File: src/hw/gpif_defs.svh
// GPIF bridge sizing constants
`ifndef GPIF_DEFS_SVH
`define GPIF_DEFS_SVH

////////////////////////////////////////
// Host port
////////////////////////////////////////

// Host word width in bits
`define GPIF_WORD_W 16

// Words per host frame must be even and at least 4
`define GPIF_FRAME_WORDS 8

////////////////////////////////////////
// Control block
////////////////////////////////////////

`define GPIF_NUM_REGS 16

`endif

File: src/hw/gpif_pkg.sv
// GPIF bridge types
`default_nettype none
`include "gpif_defs.svh"

package gpif_pkg;

   ////////////////////////////////////////
   // Stream lines
   ////////////////////////////////////////

   // One tagged host word
   typedef struct packed {
      logic                    sof;
      logic                    eof;
      logic                    occ;
      logic [`GPIF_WORD_W-1:0] data;
   } line19_t;

   // One transmit line, first word in the low half
   // occ of 0 means both halves hold data
   typedef struct packed {
      logic                      sof;
      logic                      eof;
      logic [1:0]                occ;
      logic [2*`GPIF_WORD_W-1:0] data;
   } line36_t;

   ////////////////////////////////////////
   // Control header
   ////////////////////////////////////////

   localparam int REG_IDX_W = $clog2(`GPIF_NUM_REGS);

   // Command view of the first control word
   typedef struct packed {
      logic                              wr;
      logic [2:0]                        seq;
      logic [`GPIF_WORD_W-5-REG_IDX_W:0] rsvd;
      logic [REG_IDX_W-1:0]              idx;
   } ctrl_hdr_t;

   typedef union packed {
      logic [`GPIF_WORD_W-1:0] raw;
      ctrl_hdr_t               hdr;
   } ctrl_word_u;

endpackage

`default_nettype wire

File: src/hw/gpif_wr.sv
// Host write port
`default_nettype none
`include "gpif_defs.svh"

module gpif_wr
   import gpif_pkg::*;
   (
   input  wire                     gpif_clk_i,
   input  wire                     arst_n_i,
   input  wire [`GPIF_WORD_W-1:0]  gpif_d_i,
   input  wire                     gpif_wr_i,
   input  wire                     gpif_ep_i,
   output line19_t                 data_word_o,
   output logic                    data_valid_o,
   output line19_t                 ctrl_word_o,
   output logic                    ctrl_valid_o
   );

   localparam int CNT_W = $clog2(`GPIF_FRAME_WORDS);
   localparam logic [CNT_W-1:0] LAST_WORD = CNT_W'(`GPIF_FRAME_WORDS - 1);

   // Word position within the current frame, one per endpoint
   logic [CNT_W-1:0] data_cnt;
   logic [CNT_W-1:0] ctrl_cnt;
   logic             wr_data;
   logic             wr_ctrl;

   assign wr_data = gpif_wr_i & ~gpif_ep_i;
   assign wr_ctrl = gpif_wr_i & gpif_ep_i;

   ////////////////////////////////////////
   // Frame counters and strobes
   ////////////////////////////////////////

   always_ff @(posedge gpif_clk_i or negedge arst_n_i) begin
      if (!arst_n_i) begin
         data_cnt     <= '0;
         ctrl_cnt     <= '0;
         data_valid_o <= 1'b0;
         ctrl_valid_o <= 1'b0;
      end else begin
         data_valid_o <= wr_data;
         ctrl_valid_o <= wr_ctrl;
         if (wr_data) begin
            data_cnt <= (data_cnt == LAST_WORD) ? '0 : data_cnt + 1'b1;
         end
         if (wr_ctrl) begin
            ctrl_cnt <= (ctrl_cnt == LAST_WORD) ? '0 : ctrl_cnt + 1'b1;
         end
      end
   end

   ////////////////////////////////////////
   // Tagged words
   ////////////////////////////////////////

   always_ff @(posedge gpif_clk_i) begin
      if (wr_data) begin
         data_word_o.sof  <= (data_cnt == '0);
         data_word_o.eof  <= (data_cnt == LAST_WORD);
         // Host words are always full
         data_word_o.occ  <= 1'b0;
         data_word_o.data <= gpif_d_i;
      end
      if (wr_ctrl) begin
         ctrl_word_o.sof  <= (ctrl_cnt == '0);
         ctrl_word_o.eof  <= (ctrl_cnt == LAST_WORD);
         ctrl_word_o.occ  <= 1'b0;
         ctrl_word_o.data <= gpif_d_i;
      end
   end

endmodule

`default_nettype wire

File: src/hw/line_packer.sv
// Word pair to line packer
`default_nettype none

module line_packer
   import gpif_pkg::*;
   (
   input  wire          gpif_clk_i,
   input  wire          arst_n_i,
   input  wire line19_t word_i,
   input  wire          valid_i,
   output line36_t      line_o,
   output logic         valid_o
   );

   // High while the low half of a line is held
   logic                          half;
   logic                          first;
   logic                          hold_sof;
   logic [$bits(word_i.data)-1:0] hold_data;

   // A start of frame always opens a new pair
   assign first = ~half | word_i.sof;

   ////////////////////////////////////////
   // Pair tracking
   ////////////////////////////////////////

   always_ff @(posedge gpif_clk_i or negedge arst_n_i) begin
      if (!arst_n_i) begin
         half    <= 1'b0;
         valid_o <= 1'b0;
      end else begin
         valid_o <= valid_i & ~first;
         if (valid_i) begin
            half <= first;
         end
      end
   end

   ////////////////////////////////////////
   // Line assembly
   ////////////////////////////////////////

   always_ff @(posedge gpif_clk_i) begin
      if (valid_i) begin
         if (first) begin
            hold_sof  <= word_i.sof;
            hold_data <= word_i.data;
         end else begin
            line_o.sof  <= hold_sof;
            line_o.eof  <= word_i.eof;
            // Odd byte count in the upper word leaves three bytes
            line_o.occ  <= word_i.occ ? 2'd3 : 2'd0;
            // Little endian, first word in the low half
            line_o.data <= {word_i.data, hold_data};
         end
      end
   end

endmodule

`default_nettype wire

File: src/hw/ctrl_regs.sv
// Control register file
`default_nettype none
`include "gpif_defs.svh"

module ctrl_regs
   import gpif_pkg::*;
   (
   input  wire                     gpif_clk_i,
   input  wire                     arst_n_i,
   input  wire line19_t            word_i,
   input  wire                     valid_i,
   output logic [`GPIF_WORD_W-1:0] resp_o,
   output logic                    resp_valid_o
   );

   localparam int CNT_W = $clog2(`GPIF_FRAME_WORDS);
   localparam logic [CNT_W-1:0] LAST_WORD = CNT_W'(`GPIF_FRAME_WORDS - 1);

   logic [`GPIF_WORD_W-1:0] regs [`GPIF_NUM_REGS];
   ctrl_word_u              cmd_word;
   logic [`GPIF_WORD_W-1:0] cmd_val;
   logic                    hdr_seen;
   logic                    cmd_done;
   logic                    seq_busy;
   logic [CNT_W-1:0]        seq_cnt;
   logic [`GPIF_WORD_W-1:0] cur_val;
   logic                    pend_vld;
   logic [`GPIF_WORD_W-1:0] pend_hdr;
   logic [`GPIF_WORD_W-1:0] pend_val;
   logic                    start;
   logic [`GPIF_WORD_W-1:0] start_hdr;
   logic [`GPIF_WORD_W-1:0] start_val;

   assign cmd_done  = valid_i & word_i.eof;
   // Pending command goes first, a fresh one can start only when idle
   assign start     = ~seq_busy & (pend_vld | cmd_done);
   assign start_hdr = pend_vld ? pend_hdr : cmd_word.raw;
   assign start_val = pend_vld ? pend_val : cmd_val;

   ////////////////////////////////////////
   // Command decode and register access
   ////////////////////////////////////////

   always_ff @(posedge gpif_clk_i or negedge arst_n_i) begin
      if (!arst_n_i) begin
         hdr_seen <= 1'b0;
         for (int i = 0; i < `GPIF_NUM_REGS; i++) begin
            regs[i] <= '0;
         end
      end else if (valid_i) begin
         hdr_seen <= word_i.sof;
         if (hdr_seen && !word_i.sof && cmd_word.hdr.wr) begin
            regs[cmd_word.hdr.idx] <= word_i.data;
         end
      end
   end

   // Header on word 0, result on word 1
   always_ff @(posedge gpif_clk_i) begin
      if (valid_i && word_i.sof) begin
         cmd_word.raw <= word_i.data;
      end
      if (valid_i && hdr_seen && !word_i.sof) begin
         cmd_val <= cmd_word.hdr.wr ? word_i.data : regs[cmd_word.hdr.idx];
      end
   end

   ////////////////////////////////////////
   // Response sequencer
   ////////////////////////////////////////

   always_ff @(posedge gpif_clk_i or negedge arst_n_i) begin
      if (!arst_n_i) begin
         seq_busy     <= 1'b0;
         seq_cnt      <= '0;
         pend_vld     <= 1'b0;
         resp_valid_o <= 1'b0;
      end else begin
         resp_valid_o <= start | seq_busy;
         if (start) begin
            seq_busy <= 1'b1;
            seq_cnt  <= CNT_W'(1);
         end else if (seq_busy) begin
            if (seq_cnt == LAST_WORD) begin
               seq_busy <= 1'b0;
            end
            seq_cnt <= seq_cnt + 1'b1;
         end
         // Park a command that cannot start right away
         if (cmd_done && (seq_busy || pend_vld)) begin
            pend_vld <= 1'b1;
         end else if (start && pend_vld) begin
            pend_vld <= 1'b0;
         end
      end
   end

   // Echoed header, then value, then zero padding
   always_ff @(posedge gpif_clk_i) begin
      if (start) begin
         resp_o  <= start_hdr;
         cur_val <= start_val;
      end else if (seq_cnt == CNT_W'(1)) begin
         resp_o <= cur_val;
      end else begin
         resp_o <= '0;
      end
      if (cmd_done && (seq_busy || pend_vld)) begin
         pend_hdr <= cmd_word.raw;
         pend_val <= cmd_val;
      end
   end

endmodule

`default_nettype wire

File: src/hw/gpif_rd.sv
// Host response read port
`default_nettype none
`include "gpif_defs.svh"

module gpif_rd (
   input  wire                     gpif_clk_i,
   input  wire                     arst_n_i,
   input  wire [`GPIF_WORD_W-1:0]  resp_i,
   input  wire                     resp_valid_i,
   input  wire                     gpif_rd_i,
   output logic [`GPIF_WORD_W-1:0] gpif_d_o,
   output logic                    gpif_ce_o,
   output logic                    overrun_o
   );

   localparam int DEPTH = 16;
   localparam int PTR_W = $clog2(DEPTH);

   logic [`GPIF_WORD_W-1:0] buf_mem [DEPTH];
   logic [PTR_W-1:0]        wr_ptr;
   logic [PTR_W-1:0]        rd_ptr;
   logic [PTR_W:0]          count;
   logic                    full;
   logic                    push;
   logic                    pop;

   assign full      = (count == (PTR_W+1)'(DEPTH));
   assign gpif_ce_o = (count == '0);
   assign push      = resp_valid_i & ~full;
   // Reads while empty have no effect
   assign pop       = gpif_rd_i & ~gpif_ce_o;

   // Head word is always on the bus
   assign gpif_d_o = buf_mem[rd_ptr];

   ////////////////////////////////////////
   // Pointers, level and overrun
   ////////////////////////////////////////

   always_ff @(posedge gpif_clk_i or negedge arst_n_i) begin
      if (!arst_n_i) begin
         wr_ptr    <= '0;
         rd_ptr    <= '0;
         count     <= '0;
         overrun_o <= 1'b0;
      end else begin
         if (push) begin
            wr_ptr <= wr_ptr + 1'b1;
         end
         if (pop) begin
            rd_ptr <= rd_ptr + 1'b1;
         end
         if (push && !pop) begin
            count <= count + 1'b1;
         end else if (pop && !push) begin
            count <= count - 1'b1;
         end
         // Sticky until reset
         if (resp_valid_i && full) begin
            overrun_o <= 1'b1;
         end
      end
   end

   always_ff @(posedge gpif_clk_i) begin
      if (push) begin
         buf_mem[wr_ptr] <= resp_i;
      end
   end

endmodule

`default_nettype wire

File: src/hw/gpif_bridge.sv
// GPIF host port bridge
`default_nettype none
`include "gpif_defs.svh"

module gpif_bridge
   import gpif_pkg::*;
   (
   input  wire                     gpif_clk_i,
   input  wire                     arst_n_i,
   input  wire [`GPIF_WORD_W-1:0]  gpif_d_i,
   input  wire                     gpif_wr_i,
   input  wire                     gpif_rd_i,
   input  wire                     gpif_ep_i,
   output logic [`GPIF_WORD_W-1:0] gpif_d_o,
   output logic                    gpif_ce_o,
   output line36_t                 tx_line_o,
   output logic                    tx_valid_o,
   output logic                    resp_overrun_o
   );

   line19_t                 data_word;
   logic                    data_valid;
   line19_t                 ctrl_word;
   logic                    ctrl_valid;
   logic [`GPIF_WORD_W-1:0] resp_word;
   logic                    resp_valid;

   ////////////////////////////////////////
   // Write side, split by endpoint
   ////////////////////////////////////////

   gpif_wr gpif_wr_inst (
      .gpif_clk_i   (gpif_clk_i),
      .arst_n_i     (arst_n_i),
      .gpif_d_i     (gpif_d_i),
      .gpif_wr_i    (gpif_wr_i),
      .gpif_ep_i    (gpif_ep_i),
      .data_word_o  (data_word),
      .data_valid_o (data_valid),
      .ctrl_word_o  (ctrl_word),
      .ctrl_valid_o (ctrl_valid)
   );

   // Transmit stream
   line_packer line_packer_inst (
      .gpif_clk_i (gpif_clk_i),
      .arst_n_i   (arst_n_i),
      .word_i     (data_word),
      .valid_i    (data_valid),
      .line_o     (tx_line_o),
      .valid_o    (tx_valid_o)
   );

   ////////////////////////////////////////
   // Control path and response readback
   ////////////////////////////////////////

   ctrl_regs ctrl_regs_inst (
      .gpif_clk_i   (gpif_clk_i),
      .arst_n_i     (arst_n_i),
      .word_i       (ctrl_word),
      .valid_i      (ctrl_valid),
      .resp_o       (resp_word),
      .resp_valid_o (resp_valid)
   );

   gpif_rd gpif_rd_inst (
      .gpif_clk_i   (gpif_clk_i),
      .arst_n_i     (arst_n_i),
      .resp_i       (resp_word),
      .resp_valid_i (resp_valid),
      .gpif_rd_i    (gpif_rd_i),
      .gpif_d_o     (gpif_d_o),
      .gpif_ce_o    (gpif_ce_o),
      .overrun_o    (resp_overrun_o)
   );

endmodule

`default_nettype wire

File: config.mk
export PLATFORM = sky130hd
export DESIGN_NAME = gpif_bridge
export DESIGN_NICKNAME = d
export VERILOG_FILES = /design/src/hw/gpif_pkg.sv /design/src/hw/gpif_wr.sv /design/src/hw/line_packer.sv /design/src/hw/ctrl_regs.sv /design/src/hw/gpif_rd.sv /design/src/hw/gpif_bridge.sv
export VERILOG_INCLUDE_DIRS = /design/src /design/src/hw
export SDC_FILE = /design/constraint.sdc
export NUM_CORES = 1
export LEC_CHECK = 0
export BUFFER_PORTS_ARGS = -buffer_cell sky130_fd_sc_hd__buf_2
export CORE_ASPECT_RATIO = 1.75
export CORE_MARGIN = 2
export CORE_UTILIZATION = 35
export DETAILED_ROUTE_END_ITERATION = 8
export HOLD_SLACK_MARGIN = 0.02
export PLACE_DENSITY = 0.61
export SLEW_MARGIN = 40
export SYNTH_ARGS = -nofsm -noshare
export SYNTH_HDL_FRONTEND = slang
export SYNTH_SLANG_ARGS = --single-unit
File: constraint.sdc
create_clock -name gpif_clk_i -period 2.7 [get_ports gpif_clk_i]
set_input_delay 0.54 -clock gpif_clk_i [delete_from_list [all_inputs] [get_ports gpif_clk_i]]
set_output_delay 0.54 -clock gpif_clk_i [all_outputs]
set_load 0.05 [all_outputs]
### Word-level counts from Yosys, hierarchy flattened

Memories as Yosys holds them, arrays and structs flattened.
Index checks and enable logic that the tools add are counted.

* word-level logic and storage cells: 128
* bits in registers: 470
* memories: 1
* RAM bits: 256
* bits of input ports: 21
* output and inout bits: 55

* magnitude comparators: 2
* muxes and demuxes: 24
* bitwise gates (word level): 17
* equality and inequality tests: 5
* add/sub/neg operators: 7
* reductions and logical operators: 24

Memories
* gpif_rd_inst.buf_mem: words 16, width 16, read ports 1, clocked after memory_dff 0, wr ports 1, RTL line gpif_rd.sv:19 `` logic [`GPIF_WORD_W-1:0] buf_mem [DEPTH]; ``

Operators by type and width (number)
* 256-bit bitwise mux: 1
* 16-bit 2-to-1 mux: 8
* 16-bit binary-select mux with 4-bit select: 1
* 16-bit demux with 4-bit select: 1
* 3-bit 2-to-1 mux: 4
* 1-bit logical AND: 11
* 5-bit 2-to-1 mux: 2
* 3-bit by 1-bit adder with 3-bit output (second input constant): 3
* 3-bit equality test (second input constant): 3
* 4-bit by 1-bit adder with 4-bit output (second input constant): 2
* 1-bit AND: 7
* 1-bit 2-to-1 mux: 7
* 3-bit zero test: 2
* 1-bit inverter: 6
* 2-bit AND reduction: 3
* 2-bit nonzero test: 3
* 5-bit by 1-bit adder with 5-bit output (second input constant): 1
* 5-bit equality test (second input constant): 1
* 5-bit >= comparator (second input constant): 1
* 5-bit zero test: 1
* 5-bit by 1-bit < comparator with 1-bit output (second input constant): 1
* 4-bit inverter with 5-bit output: 1
* 5-bit by 1-bit subtractor with 5-bit output (second input constant): 1
* 3-bit by 1-bit equality test with 1-bit output (second input constant): 1
* 3 further kinds: 7

### Logic depth before layout (Yosys ltp)

* depth in word-level cells: 7
* depth in mapped cells: 11

### Hierarchy

From an unflattened synthesis, not the netlist that was laid out.

* cells, all modules: 1719
* area total of the unflattened synthesis: 29448.2 µm²

By module, submodules not included
* ctrl_regs: sequential area each 9303.9 µm², times used 1, cells an instance 1036, area an instance 15363.5 µm²
* gpif_rd: sequential area each 8037.7 µm², times used 1, cells an instance 553, area an instance 10925.5 µm²
* line_packer: sequential area each 1611.5 µm², times used 1, cells an instance 60, area an instance 1646.6 µm²
* gpif_wr: sequential area each 1281.2 µm², times used 1, cells an instance 70, area an instance 1512.7 µm²

### Worst setup path after synthesis

No wires, ideal clock.

* path kind: reg-to-reg
* start point: register gpif_rd_inst.count[1]
* end point: register gpif_rd_inst.count[4]
* library setup time: 0.080 ns
* clock period less this slack: 3.269 ns
* setup slack: -0.569 ns
* cell stages (with the launch flop): 12
* path buffers: 0
* data required time: 2.620 ns
* arrival: 3.189 ns
* cell sequence: dfrtp_1 or4_1 nor2_1 nor2b_1 inv_2 ha_1 inv_1 ha_1 a21o_1 a21oi_1 mux2i_1 xnor2_1

* longest elaborated chain between the ends: 6
* elaborated cells between the ends (all ways): 15

RTL lines
* from (decl): RTL line gpif_rd.sv:22 `logic [PTR_W:0] count;`
* from (signal assigned): RTL line gpif_rd.sv:54 `count <= count + 1'b1;`
* from (signal assigned): RTL line gpif_rd.sv:56 `count <= count - 1'b1;`
* 5-bit zero test (*): RTL line gpif_rd.sv:28 `assign gpif_ce_o = (count == '0);`
* via gpif_ce_o: RTL line gpif_bridge.sv:15 `output logic gpif_ce_o,`
* 1-bit inverter (*): RTL line gpif_rd.sv:31 `assign pop = gpif_rd_i & ~gpif_ce_o;`
* 1-bit AND (*): RTL line gpif_rd.sv:31
* 1-bit zero test: RTL line gpif_rd.sv:53 `if (push && !pop) begin`
* 1-bit logical AND: RTL line gpif_rd.sv:53
* 5-bit 2-to-1 mux or 2-bit nonzero test (tied branches)

Mark *: on every way through the listed nets, which the timed path passes. The rest lies on a longest branch. The select of a mux whose other input is x is not followed.
A chain may end at the register's enable or synchronous reset.

### Final worst setup path

* start point: register gpif_rd_inst.rd_ptr[0]
* end point: output port gpif_d_o[4]

* longest elaborated chain between the ends: 1

RTL lines
* from (decl): RTL line gpif_rd.sv:21 `logic [PTR_W-1:0] rd_ptr;`
* from (signal assigned): RTL line gpif_rd.sv:51 `rd_ptr <= rd_ptr + 1'b1;`
* memory read 16 x 16 bit
* to (decl): RTL line gpif_bridge.sv:14 `` output logic [`GPIF_WORD_W-1:0] gpif_d_o, ``

No other way between the ends.

==> metrics.txt <==
HPWL Detailed 43,310 um; diode count 0; final worst slack -0.4120 ns; number of max-cap violations 0; CP required 2.16 ns; Ports 76; share of Yosys cell area claimed by the top area cell type 43.67%; max-slew violations 0; Post-Synthesis Cells 1,612; Remaining DRCs 0; Starting Density 35.36%; status finished, violations left; Clock Tree Buf Depth 3; vias after detailed routing 14,606; Synth area leaders edfxtp_1 (44%), dfrtp_1 (25%), mux4_2 (9.1%), mux2_1 (9.1%), mux2i_1 (2.6%); synthesis-to-layout area growth 16.70%; pre-CTS worst setup slack 0.005629 ns; fin area 0.03394 mm2; share of post-route cells with drive strength above 1 26.27%; Hold Fails Final Rpt 0; nets@finish 1,801; Power Dens Cells 961.9 mW/mm2; initial antenna violation count 0; clock-pin slew on the worst setup and hold paths 0.06 ns; Yosys cell types 51; final RePlAce weighted congestion 0.8183; slowest stage delay, CP 0.51 ns; Yosys reg bits 726; CP Capture Type primary output; failing checks negative setup slack; critical path class reg2out; commonest non-fill, non-tap cells in the layout edfxtp_1 (423), dfrtp_1 (284), mux2_1 (235); Yosys Warn Count 0; Core Box Area 0.08226 mm2; leak pwr 13.68 nW; commonest non-fill, non-tap cell in the layout edfxtp_1; Final Routed Wirelength 65,250 um; Critical Path AT 2.57 ns; antenna-violating nets left 0; Chip Height 385.3 um; CP max stage cell mux4_2; Worst Path Max Fanout 7; worst min path class in2reg; sequential share of the synthesized area 69.47%; latest clock arrival within the worst-skew pair 0.63 ns; min Tclk post-route 3.112 ns; vias in the first global route 15,977; TritonCTS buffer count 71; grt total ovfl 0; GR Util All Layers 15.54%; Fillers 7,200; root buffer cell clkbuf_16; Rows 139; total chip power 32.65 mW; die area 0.08551 mm2; initial DRC count 895; Least-Margin Pin Slew 0.7012 ns; most used flip-flop cell after synthesis edfxtp_1; max frequency 321.3 MHz; mapped cell area 0.02908 mm2; final worst path period share 115.3%; pin count of the biggest net entering global routing 64; first-pass GRT wire length 99,150 um; crit path cell chain buf_12 > buf_12 > mux4_2 > mux4_2 > buf_8; fin util 41.26%; drt wl/cell 22.71 um; CTS sink count 726; input/output buffers 73; largest area contributor in the netlist edfxtp_1; VDD IR max 0.5342 mV; Max-slew headroom 53.20%; 1st-pass router iterations 5; Avg Inst Size Synth 18.04 um2; Post-synth EDFFs 423; delay-heaviest family, CP multiplexers; WP buf/inv 3; Async S/R FF share, synth 39.53%; H-Tree Level Count 3; Via-to-Cell Ratio 5.084; TritonCTS clock tree built; RSZ-0062 raised after global routing true; Worst Skew 0.02568 ns; Area after DPL 0.03126 mm2; CP Launch Type flip-flop; die width 221.9 um; Setup Viol. Count Final 16
cell families after synthesis:
group | synth area share (%)
xor gates and xnor gates | 0.3012
and+or+nand+nor | 3.054
AOI/OAI and AO/OA | 2.379
adders and majority gates | 0.8432
muxes | 21.79
other | 0.01289
buffers and inverters | 2.155
DFF | 69.47
state kept, by name, summed over array words and instances (netlist names), 5 cells and up:
| register | cells |
|---|---|
| line_packer_inst.line_o | 34 |
| gpif_wr_inst.ctrl_word_o | 18 |
| gpif_wr_inst.data_word_o | 18 |
| gpif_rd_inst.buf_mem | 256 |
| ctrl_regs_inst.pend_hdr | 16 |
| ctrl_regs_inst.cmd_word | 16 |
| ctrl_regs_inst.cmd_val | 16 |
| gpif_rd_inst.count | 5 |
| line_packer_inst.hold_data | 16 |
| ctrl_regs_inst.cur_val | 16 |
| ctrl_regs_inst.resp_o | 16 |
| ctrl_regs_inst.regs | 256 |
| ctrl_regs_inst.pend_val | 16 |
synthesized netlist by cell type, types with 2 or more instances:
master     count
a21oi_1       20
edfxtp_1     423
mux2_1       235
clkbuf_1      37
a21o_1         3
buf_4         17
xnor2_1        8
nand3_1       17
buf_1         18
mux2i_1       75
o21ai_0       13
nand2_2        2
and2_1         3
inv_2          2
dfxtp_1       16
nor2_4         8
o21ai_1       35
inv_1         22
xor2_1         2
nor2_1        27
buf_6         10
a211oi_1      10
a2111oi_0      6
buf_2         18
or3_1          3
and3_1         2
nor2_8         4
nand2_1       55
or2_1          4
o22ai_1       27
mux4_2       118
mux2_2        25
nand4_1        2
nand2b_1       9
dfrtp_1      287
nor2b_1       14
nor3_1         4
ha_1          18
per-layer routing:
layer  GRT usage (%)  share of wire (%)  up-vias
met5               0                  0        -
met4           5.968                3.0        0
met3           2.690                3.9      119
met2           29.20                 54      301
met1           17.47                 39     7710
li1                -                  -     6476
metrics by stage:
step / hold slack [ns] / setup TNS [ns] / cells
finish: 0.1000 / -6.003 / 2873
global route: 0.07007 / -7.101 / 2873
CTS: 0.04671 / -7.068 / 2868
detailed placement: 0.4045 / 0 / 2734
global placement: 0.4019 / 0 / 2734
floorplan: 0.2444 / -0.003679 / 1613
power breakdown:
part | switching (mW) | leakage, nW | internal [mW]
combinational | 4.20 | 4.57 | 3.53
clock | 4.18 | 1.16 | 5.83
sequential | 1.06 | 7.95 | 13.9
total | 9.43 | 13.7 | 23.2
timing repair:
action / 4_1_cts / 5_1_grt
cloned: 1 / 1
resized for setup: 48 / 6
pin swaps: 0 / 1
hold buffers: 1 / 0
hold endpoints to repair: 55 / 0
setup endpoints to repair: 17 / 19
buffers inserted: 4 / 4
worst paths after layout:
check,startpoint,end,slack (ns),depth (start not counted)
worst min-delay path,gpif_d_i[0],gpif_wr_inst.data_word_o[0],0.1,1
min in group asynchronous,arst_n_i,ctrl_regs_inst.regs[97],0.45,2
worst max-delay path,gpif_rd_inst.rd_ptr[0],gpif_d_o[4],-0.41,5
max in group asynchronous,arst_n_i,ctrl_regs_inst.regs[168],1.45,3
worst min register to register,line_packer_inst.hold_data[5],line_packer_inst.line_o[5],0.41,0
worst max register to register,gpif_rd_inst.count[1],gpif_rd_inst.count[4],0.15,11
area by class of cell:
| cell class | count | area (um2) | share of cell area (%) |
|---|---|---|---|
| clock buffers | 104 | 2106 | 6.204 |
| repair buffers | 175 | 1583 | 4.663 |
| flip-flops and latches | 726 | 20210 | 59.55 |
| inverters | 24 | 90.09 | 0.2654 |
| multi-input cells | 763 | 8368 | 24.66 |
| well taps | 1057 | 1323 | 3.897 |
| clock inverters | 24 | 260.3 | 0.7668 |
(Power assumes the default switching activity.)
